==> src/logic/id_pkg.sv <==
package id_pkg;

    localparam int XLEN       = 32;
    localparam int REG_ADDR_W = 5;
    localparam int NUM_REGS   = 32;
    localparam int ALU_OP_W   = 4;

    localparam logic [6:0] OPC_OP     = 7'b0110011;
    localparam logic [6:0] OPC_OP_IMM = 7'b0010011;
    localparam logic [6:0] OPC_LOAD   = 7'b0000011;
    localparam logic [6:0] OPC_STORE  = 7'b0100011;
    localparam logic [6:0] OPC_BRANCH = 7'b1100011;
    localparam logic [6:0] OPC_JAL    = 7'b1101111;
    localparam logic [6:0] OPC_JALR   = 7'b1100111;
    localparam logic [6:0] OPC_LUI    = 7'b0110111;

    typedef enum logic [ALU_OP_W-1:0] {
        ALU_ADD    = 4'd0, // Zero so a cleared bundle is an ADD
        ALU_SUB    = 4'd1,
        ALU_SLL    = 4'd2,
        ALU_SLT    = 4'd3,
        ALU_SLTU   = 4'd4,
        ALU_XOR    = 4'd5,
        ALU_SRL    = 4'd6,
        ALU_SRA    = 4'd7,
        ALU_OR     = 4'd8,
        ALU_AND    = 4'd9,
        ALU_PASS_B = 4'd10 // LUI result
    } alu_op_e;

    typedef enum logic [3:0] {
        BR_NONE = 4'd0,
        BR_EQ   = 4'd1,
        BR_NE   = 4'd2,
        BR_LT   = 4'd3,
        BR_GE   = 4'd4,
        BR_LTU  = 4'd5,
        BR_GEU  = 4'd6,
        BR_JAL  = 4'd7,
        BR_JALR = 4'd8
    } br_op_e;

    typedef struct packed {
        logic [6:0]            funct7;
        logic [REG_ADDR_W-1:0] rs2;
        logic [REG_ADDR_W-1:0] rs1;
        logic [2:0]            funct3;
        logic [REG_ADDR_W-1:0] rd;
        logic [6:0]            opcode;
    } r_fmt_t;

    typedef struct packed {
        logic [11:0]           imm;
        logic [REG_ADDR_W-1:0] rs1;
        logic [2:0]            funct3;
        logic [REG_ADDR_W-1:0] rd;
        logic [6:0]            opcode;
    } i_fmt_t;

    typedef struct packed {
        logic [6:0]            imm_hi; // imm[11:5]
        logic [REG_ADDR_W-1:0] rs2;
        logic [REG_ADDR_W-1:0] rs1;
        logic [2:0]            funct3;
        logic [4:0]            imm_lo; // imm[4:0]
        logic [6:0]            opcode;
    } s_fmt_t;

    typedef struct packed {
        logic                  imm12;
        logic [5:0]            imm10_5;
        logic [REG_ADDR_W-1:0] rs2;
        logic [REG_ADDR_W-1:0] rs1;
        logic [2:0]            funct3;
        logic [3:0]            imm4_1;
        logic                  imm11;
        logic [6:0]            opcode;
    } b_fmt_t;

    typedef struct packed {
        logic [19:0]           imm31_12;
        logic [REG_ADDR_W-1:0] rd;
        logic [6:0]            opcode;
    } u_fmt_t;

    typedef struct packed {
        logic                  imm20;
        logic [9:0]            imm10_1;
        logic                  imm11;
        logic [7:0]            imm19_12;
        logic [REG_ADDR_W-1:0] rd;
        logic [6:0]            opcode;
    } j_fmt_t;

    typedef union packed {
        r_fmt_t r;
        i_fmt_t i;
        s_fmt_t s;
        b_fmt_t b;
        u_fmt_t u;
        j_fmt_t j;
    } instr_u;

    typedef struct packed {
        alu_op_e               alu_op;
        br_op_e                br_op;
        logic                  src_imm;  // Immediate as second ALU input
        logic                  mem_rd;
        logic                  mem_wr;
        logic [2:0]            mem_size; // funct3 of the access
        logic                  reg_wr;
        logic [REG_ADDR_W-1:0] rd;
        logic [REG_ADDR_W-1:0] rs1;      // Zero when the format has no rs1
        logic [REG_ADDR_W-1:0] rs2;      // Zero when the format has no rs2
    } dec_ctrl_t;

    typedef struct packed {
        logic                  valid;
        logic [REG_ADDR_W-1:0] addr;
        logic [XLEN-1:0]       data;
        logic                  is_load; // Load data still in flight
    } mem_fwd_t;

    typedef struct packed {
        logic                  valid;
        logic [REG_ADDR_W-1:0] addr;
        logic [XLEN-1:0]       data;
    } wb_write_t;

    typedef struct packed {
        dec_ctrl_t       ctrl;
        logic [XLEN-1:0] rs1;
        logic [XLEN-1:0] rs2;
        logic [XLEN-1:0] imm;
        logic [XLEN-1:0] pc4;
        logic [XLEN-1:0] brj_pc;
    } ex_bundle_t;

endpackage
==> src/logic/id_stage.sv <==
module id_stage
(
    input  logic                    clk,
    input  logic                    rst_n,
    input  id_pkg::instr_u          instr_i,
    input  logic [id_pkg::XLEN-1:0] pc_i,
    input  logic [id_pkg::XLEN-1:0] alu_i,      // EXE result
    input  id_pkg::mem_fwd_t        mem_fwd_i,
    input  id_pkg::wb_write_t       wb_write_i,
    input  logic                    busy_i,
    output id_pkg::ex_bundle_t      ex_o,
    output logic                    stall_o,
    output logic                    brj_o,
    output logic [id_pkg::XLEN-1:0] brj_pc_o
);

    id_pkg::dec_ctrl_t       ctrl;
    id_pkg::ex_bundle_t      next_bundle;
    logic [id_pkg::XLEN-1:0] imm;
    logic [id_pkg::XLEN-1:0] rf_rs1;
    logic [id_pkg::XLEN-1:0] rf_rs2;
    logic [id_pkg::XLEN-1:0] rs1_val;   // After forwarding
    logic [id_pkg::XLEN-1:0] rs2_val;

    id_decoder i_decoder (
        .instr_i (instr_i),
        .ctrl_o  (ctrl),
        .imm_o   (imm)
    );

    id_regfile i_regfile (
        .clk        (clk),
        .rst_n      (rst_n),
        .wb_write_i (wb_write_i),
        .rs1_addr_i (ctrl.rs1),
        .rs2_addr_i (ctrl.rs2),
        .rs1_data_o (rf_rs1),
        .rs2_data_o (rf_rs2)
    );

    id_operand_fwd i_operand_fwd (
        .ctrl_i     (ctrl),
        .rf_rs1_i   (rf_rs1),
        .rf_rs2_i   (rf_rs2),
        .ex_ctrl_i  (ex_o.ctrl),
        .alu_i      (alu_i),
        .mem_fwd_i  (mem_fwd_i),
        .wb_write_i (wb_write_i),
        .rs1_o      (rs1_val),
        .rs2_o      (rs2_val),
        .stall_o    (stall_o)
    );

    id_branch_unit i_branch_unit (
        .br_op_i  (ctrl.br_op),
        .rs1_i    (rs1_val),
        .rs2_i    (rs2_val),
        .imm_i    (imm),
        .pc_i     (pc_i),
        .stall_i  (stall_o),
        .brj_o    (brj_o),
        .brj_pc_o (brj_pc_o)
    );

    always_comb
    begin
        next_bundle.ctrl   = ctrl;
        next_bundle.rs1    = rs1_val;
        next_bundle.rs2    = rs2_val;
        next_bundle.imm    = imm;
        next_bundle.pc4    = pc_i + 32'd4; // Link value for JAL and JALR
        next_bundle.brj_pc = brj_pc_o;
    end

    id_ex_reg i_ex_reg (
        .clk     (clk),
        .rst_n   (rst_n),
        .busy_i  (busy_i),
        .stall_i (stall_o),
        .next_i  (next_bundle),
        .ex_o    (ex_o)
    );

endmodule

==> src/logic/id_ex_reg.sv <==
module id_ex_reg
(
    input  logic               clk,
    input  logic               rst_n,
    input  logic               busy_i,   // Multi-cycle op in EXE
    input  logic               stall_i,  // Load-use stall
    input  id_pkg::ex_bundle_t next_i,
    output id_pkg::ex_bundle_t ex_o
);

    id_pkg::ex_bundle_t capture;

    always_comb
    begin
        capture = next_i;
        if (stall_i)
        begin
            capture.ctrl.reg_wr = 1'b0; // Turn the slot into a bubble
            capture.ctrl.mem_rd = 1'b0;
            capture.ctrl.mem_wr = 1'b0;
            capture.ctrl.alu_op = id_pkg::ALU_ADD;
        end
    end

    always_ff @(posedge clk or negedge rst_n)
    begin
        if (!rst_n)
            ex_o <= '0;
        else if (!busy_i)
            ex_o <= capture;
    end

    squash_on_stall: assert property (
        @(posedge clk) disable iff (!rst_n)
        (stall_i && !busy_i) |=> (!ex_o.ctrl.reg_wr && !ex_o.ctrl.mem_rd
                                  && !ex_o.ctrl.mem_wr && ex_o.ctrl.alu_op == id_pkg::ALU_ADD)
    ) else $error("Stalled instruction reached EXE with side effects");

    hold_on_busy: assert property (
        @(posedge clk) disable iff (!rst_n)
        busy_i |=> $stable(ex_o)
    ) else $error("ID/EX bundle changed while busy");

endmodule

==> src/logic/id_branch_unit.sv <==
module id_branch_unit
(
    input  id_pkg::br_op_e          br_op_i,
    input  logic [id_pkg::XLEN-1:0] rs1_i,
    input  logic [id_pkg::XLEN-1:0] rs2_i,
    input  logic [id_pkg::XLEN-1:0] imm_i,
    input  logic [id_pkg::XLEN-1:0] pc_i,
    input  logic                    stall_i,
    output logic                    brj_o,
    output logic [id_pkg::XLEN-1:0] brj_pc_o
);

    logic                    taken;
    logic [id_pkg::XLEN-1:0] jalr_sum;

    always_comb
    begin
        case (br_op_i)
            id_pkg::BR_EQ:   taken = (rs1_i == rs2_i);
            id_pkg::BR_NE:   taken = (rs1_i != rs2_i);
            id_pkg::BR_LT:   taken = ($signed(rs1_i) <  $signed(rs2_i));
            id_pkg::BR_GE:   taken = ($signed(rs1_i) >= $signed(rs2_i));
            id_pkg::BR_LTU:  taken = (rs1_i <  rs2_i);
            id_pkg::BR_GEU:  taken = (rs1_i >= rs2_i);
            id_pkg::BR_JAL,
            id_pkg::BR_JALR: taken = 1'b1;
            default:         taken = 1'b0;
        endcase
    end

    assign jalr_sum = rs1_i + imm_i;

    // JALR clears bit 0 of the sum, everything else is pc-relative
    assign brj_pc_o = (br_op_i == id_pkg::BR_JALR) ? {jalr_sum[id_pkg::XLEN-1:1], 1'b0}
                                                   : pc_i + imm_i;

    assign brj_o = taken && !stall_i; // Operands not valid during a stall

endmodule

==> src/logic/id_operand_fwd.sv <==
module id_operand_fwd
(
    input  id_pkg::dec_ctrl_t       ctrl_i,
    input  logic [id_pkg::XLEN-1:0] rf_rs1_i,
    input  logic [id_pkg::XLEN-1:0] rf_rs2_i,
    input  id_pkg::dec_ctrl_t       ex_ctrl_i,  // Instruction now in EXE
    input  logic [id_pkg::XLEN-1:0] alu_i,
    input  id_pkg::mem_fwd_t        mem_fwd_i,
    input  id_pkg::wb_write_t       wb_write_i,
    output logic [id_pkg::XLEN-1:0] rs1_o,
    output logic [id_pkg::XLEN-1:0] rs2_o,
    output logic                    stall_o
);

    // Youngest producer wins in the order EXE, MEM, WB and the file
    function automatic logic [id_pkg::XLEN-1:0] pick_operand
    (
        input logic [id_pkg::REG_ADDR_W-1:0] addr,
        input logic [id_pkg::XLEN-1:0]       rf_val
    );
        logic [id_pkg::XLEN-1:0] val;
        val = rf_val;
        if (addr != '0)
        begin
            if (ex_ctrl_i.reg_wr && ex_ctrl_i.rd == addr)
                val = alu_i;
            else if (mem_fwd_i.valid && mem_fwd_i.addr == addr)
                val = mem_fwd_i.data;
            else if (wb_write_i.valid && wb_write_i.addr == addr)
                val = wb_write_i.data;
        end
        return val;
    endfunction

    always_comb
    begin
        rs1_o = pick_operand(ctrl_i.rs1, rf_rs1_i);
        rs2_o = pick_operand(ctrl_i.rs2, rf_rs2_i);
    end

    always_comb
    begin
        logic ex_load_hit;
        logic mem_load_hit;
        ex_load_hit  = ex_ctrl_i.mem_rd && ex_ctrl_i.rd != '0
                       && (ex_ctrl_i.rd == ctrl_i.rs1 || ex_ctrl_i.rd == ctrl_i.rs2);
        mem_load_hit = mem_fwd_i.is_load && mem_fwd_i.addr != '0
                       && (mem_fwd_i.addr == ctrl_i.rs1 || mem_fwd_i.addr == ctrl_i.rs2);
        stall_o      = ex_load_hit || mem_load_hit; // Wait for the load data
    end

endmodule

==> src/logic/id_regfile.sv <==
module id_regfile
(
    input  logic                          clk,
    input  logic                          rst_n,
    input  id_pkg::wb_write_t             wb_write_i,
    input  logic [id_pkg::REG_ADDR_W-1:0] rs1_addr_i,
    input  logic [id_pkg::REG_ADDR_W-1:0] rs2_addr_i,
    output logic [id_pkg::XLEN-1:0]       rs1_data_o,
    output logic [id_pkg::XLEN-1:0]       rs2_data_o
);

    logic [id_pkg::XLEN-1:0] regs [id_pkg::NUM_REGS];

    always_ff @(posedge clk or negedge rst_n)
    begin
        if (!rst_n)
        begin
            for (int i = 0; i < id_pkg::NUM_REGS; i++)
            begin
                regs[i] <= '0;
            end
        end
        else if (wb_write_i.valid && wb_write_i.addr != '0) // x0 stays zero
        begin
            regs[wb_write_i.addr] <= wb_write_i.data;
        end
    end

    // Same-cycle WB data reaches the operands through the forwarding unit
    assign rs1_data_o = (rs1_addr_i == '0) ? '0 : regs[rs1_addr_i];
    assign rs2_data_o = (rs2_addr_i == '0) ? '0 : regs[rs2_addr_i];

    wb_addr_known: assert property (
        @(posedge clk) disable iff (!rst_n)
        wb_write_i.valid |-> !$isunknown(wb_write_i.addr)
    ) else $error("WB write with unknown register address");

endmodule

==> src/logic/id_decoder.sv <==
module id_decoder
(
    input  id_pkg::instr_u          instr_i,
    output id_pkg::dec_ctrl_t       ctrl_o,
    output logic [id_pkg::XLEN-1:0] imm_o
);

    logic [id_pkg::XLEN-1:0] imm_i_fmt;
    logic [id_pkg::XLEN-1:0] imm_s_fmt;
    logic [id_pkg::XLEN-1:0] imm_b_fmt;
    logic [id_pkg::XLEN-1:0] imm_u_fmt;
    logic [id_pkg::XLEN-1:0] imm_j_fmt;
    id_pkg::alu_op_e         arith_op; // OP and OP-IMM operation
    id_pkg::br_op_e          cond_op;  // Branch condition from funct3
    logic                    alt_op;   // funct7[5] selects SUB or SRA

    assign imm_i_fmt = {{20{instr_i.i.imm[11]}}, instr_i.i.imm};
    assign imm_s_fmt = {{20{instr_i.s.imm_hi[6]}}, instr_i.s.imm_hi, instr_i.s.imm_lo};
    assign imm_b_fmt = {{19{instr_i.b.imm12}}, instr_i.b.imm12, instr_i.b.imm11,
                        instr_i.b.imm10_5, instr_i.b.imm4_1, 1'b0};
    assign imm_u_fmt = {instr_i.u.imm31_12, 12'b0};
    assign imm_j_fmt = {{11{instr_i.j.imm20}}, instr_i.j.imm20, instr_i.j.imm19_12,
                        instr_i.j.imm11, instr_i.j.imm10_1, 1'b0};

    assign alt_op = instr_i.r.funct7[5];

    always_comb
    begin
        case (instr_i.r.funct3)
            3'b000:
            begin
                // OP-IMM has no SUBI, bit 30 is part of the immediate there
                if (instr_i.r.opcode == id_pkg::OPC_OP && alt_op)
                    arith_op = id_pkg::ALU_SUB;
                else
                    arith_op = id_pkg::ALU_ADD;
            end
            3'b001:  arith_op = id_pkg::ALU_SLL;
            3'b010:  arith_op = id_pkg::ALU_SLT;
            3'b011:  arith_op = id_pkg::ALU_SLTU;
            3'b100:  arith_op = id_pkg::ALU_XOR;
            3'b101:  arith_op = alt_op ? id_pkg::ALU_SRA : id_pkg::ALU_SRL;
            3'b110:  arith_op = id_pkg::ALU_OR;
            default: arith_op = id_pkg::ALU_AND;
        endcase
    end

    always_comb
    begin
        case (instr_i.b.funct3)
            3'b000:  cond_op = id_pkg::BR_EQ;
            3'b001:  cond_op = id_pkg::BR_NE;
            3'b100:  cond_op = id_pkg::BR_LT;
            3'b101:  cond_op = id_pkg::BR_GE;
            3'b110:  cond_op = id_pkg::BR_LTU;
            3'b111:  cond_op = id_pkg::BR_GEU;
            default: cond_op = id_pkg::BR_NONE; // Reserved encodings never branch
        endcase
    end

    always_comb
    begin
        ctrl_o = '0; // Bubble unless the opcode is known
        imm_o  = '0;
        case (instr_i.r.opcode)
            id_pkg::OPC_OP:
            begin
                ctrl_o.alu_op = arith_op;
                ctrl_o.reg_wr = 1'b1;
                ctrl_o.rd     = instr_i.r.rd;
                ctrl_o.rs1    = instr_i.r.rs1;
                ctrl_o.rs2    = instr_i.r.rs2;
            end
            id_pkg::OPC_OP_IMM:
            begin
                ctrl_o.alu_op  = arith_op;
                ctrl_o.src_imm = 1'b1;
                ctrl_o.reg_wr  = 1'b1;
                ctrl_o.rd      = instr_i.i.rd;
                ctrl_o.rs1     = instr_i.i.rs1;
                imm_o          = imm_i_fmt;
            end
            id_pkg::OPC_LOAD:
            begin
                ctrl_o.src_imm  = 1'b1;      // Address is rs1 + imm
                ctrl_o.mem_rd   = 1'b1;
                ctrl_o.mem_size = instr_i.i.funct3;
                ctrl_o.reg_wr   = 1'b1;
                ctrl_o.rd       = instr_i.i.rd;
                ctrl_o.rs1      = instr_i.i.rs1;
                imm_o           = imm_i_fmt;
            end
            id_pkg::OPC_STORE:
            begin
                ctrl_o.src_imm  = 1'b1;
                ctrl_o.mem_wr   = 1'b1;
                ctrl_o.mem_size = instr_i.s.funct3;
                ctrl_o.rs1      = instr_i.s.rs1;
                ctrl_o.rs2      = instr_i.s.rs2; // Store data
                imm_o           = imm_s_fmt;
            end
            id_pkg::OPC_BRANCH:
            begin
                ctrl_o.br_op = cond_op;
                ctrl_o.rs1   = instr_i.b.rs1;
                ctrl_o.rs2   = instr_i.b.rs2;
                imm_o        = imm_b_fmt;
            end
            id_pkg::OPC_JAL:
            begin
                ctrl_o.br_op  = id_pkg::BR_JAL;
                ctrl_o.reg_wr = 1'b1;          // Link register gets pc + 4
                ctrl_o.rd     = instr_i.j.rd;
                imm_o         = imm_j_fmt;
            end
            id_pkg::OPC_JALR:
            begin
                ctrl_o.br_op   = id_pkg::BR_JALR;
                ctrl_o.src_imm = 1'b1;
                ctrl_o.reg_wr  = 1'b1;
                ctrl_o.rd      = instr_i.i.rd;
                ctrl_o.rs1     = instr_i.i.rs1;
                imm_o          = imm_i_fmt;
            end
            id_pkg::OPC_LUI:
            begin
                ctrl_o.alu_op  = id_pkg::ALU_PASS_B;
                ctrl_o.src_imm = 1'b1;
                ctrl_o.reg_wr  = 1'b1;
                ctrl_o.rd      = instr_i.u.rd;
                imm_o          = imm_u_fmt;
            end
            default: ;
        endcase
    end

endmodule

==> config.mk <==
export PLATFORM = sky130hd
export DESIGN_NAME = id_stage
export DESIGN_NICKNAME = d
export VERILOG_FILES = /design/src/logic/id_pkg.sv /design/src/logic/id_stage.sv /design/src/logic/id_ex_reg.sv /design/src/logic/id_branch_unit.sv /design/src/logic/id_operand_fwd.sv /design/src/logic/id_regfile.sv /design/src/logic/id_decoder.sv
export SDC_FILE = /design/constraint.sdc
export NUM_CORES = 2
export LEC_CHECK = 0
export BUFFER_PORTS_ARGS = -buffer_cell sky130_fd_sc_hd__buf_2
export CAP_MARGIN = 5
export CORE_UTILIZATION = 42
export CTS_CLUSTER_DIAMETER = 200
export DETAILED_ROUTE_END_ITERATION = 7
export GPL_TIMING_DRIVEN = 1
export HOLD_SLACK_MARGIN = 0.05
export PLACE_DENSITY_LB_ADDON = 0.15
export SLEW_MARGIN = 5
export SYNTH_ARGS = -nofsm -noshare
export SYNTH_HDL_FRONTEND = slang
export SYNTH_HIERARCHICAL = 1
export SYNTH_SLANG_ARGS = --single-unit
export TNS_END_PERCENT = 5
==> constraint.sdc <==
create_clock -name clk -period 7.7 [get_ports clk]
set_clock_uncertainty 0.05 [all_clocks]
set_input_delay 0.77 -clock clk [delete_from_list [all_inputs] [get_ports clk]]
set_output_delay 0.77 -clock clk [all_outputs]
set_load 0.01 [all_outputs]
==> metrics list <==
* Capture instance of the worst register-to-register path: i_ex_reg/ex_o[23]
- The multi-input combinational cells in the finished layout cover a total of 38800 um2.
* Number of enable flip-flop cells after synthesis: 0
- The number of cells on the worst reg-to-reg path is 23.
- For this run, the top clock speed supported by timing is 0.130 GHz.
- In this run the worst path has a maximum fanout of 13.
* Tot GR Track Use: 0.328
* I/O pin cnt: 400
- In the final routed layout, each cell accounts on average for 34.0 um.
* Placeable Area: 169000 um2
- Dividing total power by cell area gives a power density of 219 nW/um2.
- Yosys instantiated no cell more often than dfrtp_1.
* Vias per cell: 6.44
* Total standard cell area after synthesis: 71600 um2
- Clock edge transition at the registers on the reported setup and hold paths: 0.07 ns
- Arrival time at the worst endpoint: 6.86 ns
* Post-Syn Nets: 5757
- Among all flip-flop cells after synthesis, the most frequent one is dfrtp_1.
* Post-layout net count: 6328
- In the synthesized netlist, the number of instances is 5485.
- Rel. slew slack: 0.148
- Sink Count: 1214
- Syn. warnings: 6
- Setup repair after global routing could not meet its margin everywhere.
- Summed over all instances, the cell type with the most area after synthesis is dfrtp_1.
- The initial antenna violation count came to 35.
* Internal reg-to-reg setup slack: 2.47 ns
* Wire length of the first global-routing pass: 407 mm
- Fill count: 14800
- VDD sags by at most 267 uV.
* Library cells used by synthesis: 92
- In the final layout, the share of cells above drive strength 1 is 0.494.
* Area of the die: 172000 um2
- DR DRC count: 0
- The commonest cells after synthesis are dfrtp_1 (1214), mux2_2 (1113), mux4_2 (448), clkbuf_1 (286), o21ai_0 (225).
- Total power after layout: 18.5 mW
* Post-synth top area share: 0.424
* GP Congestion: 0.980
- For the final routed database, the setup TNS stands at 0 ns.
- Once detailed placement completed, the half-perimeter wirelength came to 195 mm.
* Highest metal used: met5
* Synthesis-to-layout area growth: 18.0%
* Number of buffers created by CTS: 142
- Counting flops and latches in the post-synthesis netlist gives 1214.
- Total length of routed wires: 286 mm
* Outcome: complete, no violations
* End point of the most critical hold path: i_ex_reg/ex_o[32]
- Die width: 415 um
* Critical setup path kind: input pin to output pin
* Largest net degree at the start of global routing: 152
- CTS HTree Levels: 4
- Antenna-violating nets left: 0
- In this run the vertical extent of the chip is 415 um.
- Metal1 wirelength: 115 mm
* Launch point of the worst path: instr_i[3]
- During placement, the flow inserted port buffers numbering 399.
- Summed over all layers, the global routing overflow is 0.
* Via count of the first global-routing pass: 54100
* Class of the tightest hold or removal check: input pin to flop
- The hold violation count in the final report is 0.
- After floorplanning, the core was divided into 151 placement rows.
- Leakage power: 36.6 nW
* Top post-synthesis cells by area: dfrtp_1 (42%), mux2_2 (18%), mux4_2 (14%), mux2_4 (2.4%), mux2i_1 (1.9%)
* Register cell area after layout: 30400 um2
* Number of design-rule violations left by the first detailed-router iteration: 5146
- First drt pass iteration count: 6
- Once layout is complete, the utilization of the core stands at 0.499.
- Crit start category: input pin
* Routed met3 length: 22.3 mm
- Number of max-slew violations in the final report: 0
* Longest Clk Path Bufs: 3
- CTS tree: yes
* Slew at the pin with the worst max-slew slack: 1.27 ns
- Setup violations remaining at the end of the flow were counted as 0.
- Across the run, the number of max-cap violations was 0.
* Clock latency of the later-clocked register in the worst-skew pair: 0.82 ns
* Peak per-stage delay on the critical path: 0.43 ns
- Async SR Flop Fraction: 1.00
- Beginning of the worst register-to-register path: i_regfile/regs[642]
* Time the final worst path needs with I/O delays and setup: 7.68 ns
* Average instance area after synthesis: 13.1 um2
- For the worst setup path, the data required time is 6.88 ns.
- Worst Min Path Start: pc_i[0]
- Worst hold path depth: 2
* Share of synthesized area occupied by flip-flops and latches: 0.424
* Via count: 54100
- CTS placed an instance of clkbuf_16 at the clock tree root.
- Met2 WL post-DR: 132 mm
- Final period utilization: 0.997
- Among the stages of the critical path, the cell type that occurs most often is buf_4.
- For this configuration, the core starts out at a cell density of 0.423.
* Worst path slowest cell: a311oi_1
- STA classifies the critical path endpoint as an output pin.
stage by stage:
stage               hold slack (ns)  setup slack, ns  cell area (um2)  std cells
detailed placement            0.333            -1.06            79100       8105
finish                        0.239           0.0228            84500       8397
CTS                           0.191          -0.0250            84100       8365
global route                  0.210          -0.0867            84400       8389
floorplan                     0.391             1.07            71600       5485
global placement              0.326            -1.07            79100       8105
worst max-delay path: cells and delay by family:
family | cells | cell delay (ns)
and+or+nand+nor | 6 | 0.89
adders and majority gates | 1 | 0.32
muxes | 1 | 0.17
AOI/OAI and AO/OA | 12 | 2.93
buffers and inverters | 10 | 1.72
how the worst max path moves through the flow:
stage	end	slack, ns
after global placement	brj_o	-1.07
after CTS	brj_o	-0.03
after detailed placement	brj_o	-1.06
after global routing	brj_o	-0.09
final	brj_o	0.02
after floorplan	brj_o	1.07
registers in the layout (all words and copies together) (netlist names):
name	count
i_regfile/regs	1024
i_ex_reg/ex_o	190
metal layers:
metal,track usage,up-vias
met5,0,-
met4,0.160,18
met3,0.0704,670
met2,0.519,2661
met1,0.428,28500
li1,-,22300
what timing repair did:
| action | in CTS | in global routing |
|---|---|---|
| hold endpoints to repair | 113 | 0 |
| hold buffers | 1 | 0 |
| endpoints found under the setup margin | 3 | 15 |
| cloned | 1 | 2 |
| buffers inserted | 5 | 16 |
| gates resized for setup | 22 | 43 |
| pin swaps | 2 | 5 |
cell type report:
| class | instances | area share |
|---|---|---|
| clock buffers | 210 | 0.0507 |
| clock inverters | 43 | 0.00664 |
| diodes | 14 | 0.000415 |
| repair buffers | 987 | 0.0877 |
| inverters | 67 | 0.00301 |
| flip-flops and latches | 1214 | 0.360 |
| well taps | 2218 | 0.0329 |
| multi-input cells | 3644 | 0.459 |
layout by cell type (no fill, tap or decap), types with 65 or more instances in the layout:
| cell type | Yosys | routed |
|---|---|---|
| mux2_4 | 116 | 116 |
| dfrtp_1 | 1214 | 1213 |
| mux2_2 | 1113 | 1113 |
| mux2i_1 | 136 | 133 |
| a21oi_1 | 84 | 78 |
| a311oi_1 | 94 | 87 |
| buf_2 | 211 | 397 |
| nor2_1 | 107 | 91 |
| inv_1 | 67 | 65 |
| clkbuf_16 | 0 | 149 |
| ha_1 | 94 | 94 |
| buf_4 | 39 | 507 |
| mux4_2 | 448 | 448 |
| nand2_1 | 133 | 121 |
| o21ai_0 | 225 | 214 |
| buf_12 | 0 | 66 |
| and3_1 | 78 | 77 |
| nand3_1 | 69 | 67 |
| a211oi_1 | 106 | 102 |
| nor2b_1 | 91 | 86 |
cells by family (layout without fill, tap and decap cells):
group,after synthesis,after routing,share of synthesized area
DFF,1214,1214,0.424
and+or+nand+nor,705,705,0.0535
buffers and inverters,627,1307,0.0406
muxes,1823,1823,0.361
other,0,14,0
xor gates and xnor gates,104,104,0.0132
adders and majority gates,96,96,0.0170
AOI/OAI and AO/OA,916,916,0.0904
report_power, final:
part | switching [mW] | total [mW] | internal, mW
logic | 1.35 | 3.16 | 1.80
clock network | 2.85 | 7.06 | 4.21
registers | 0.787 | 8.24 | 7.46
Power figures use the tool's default switching activity.
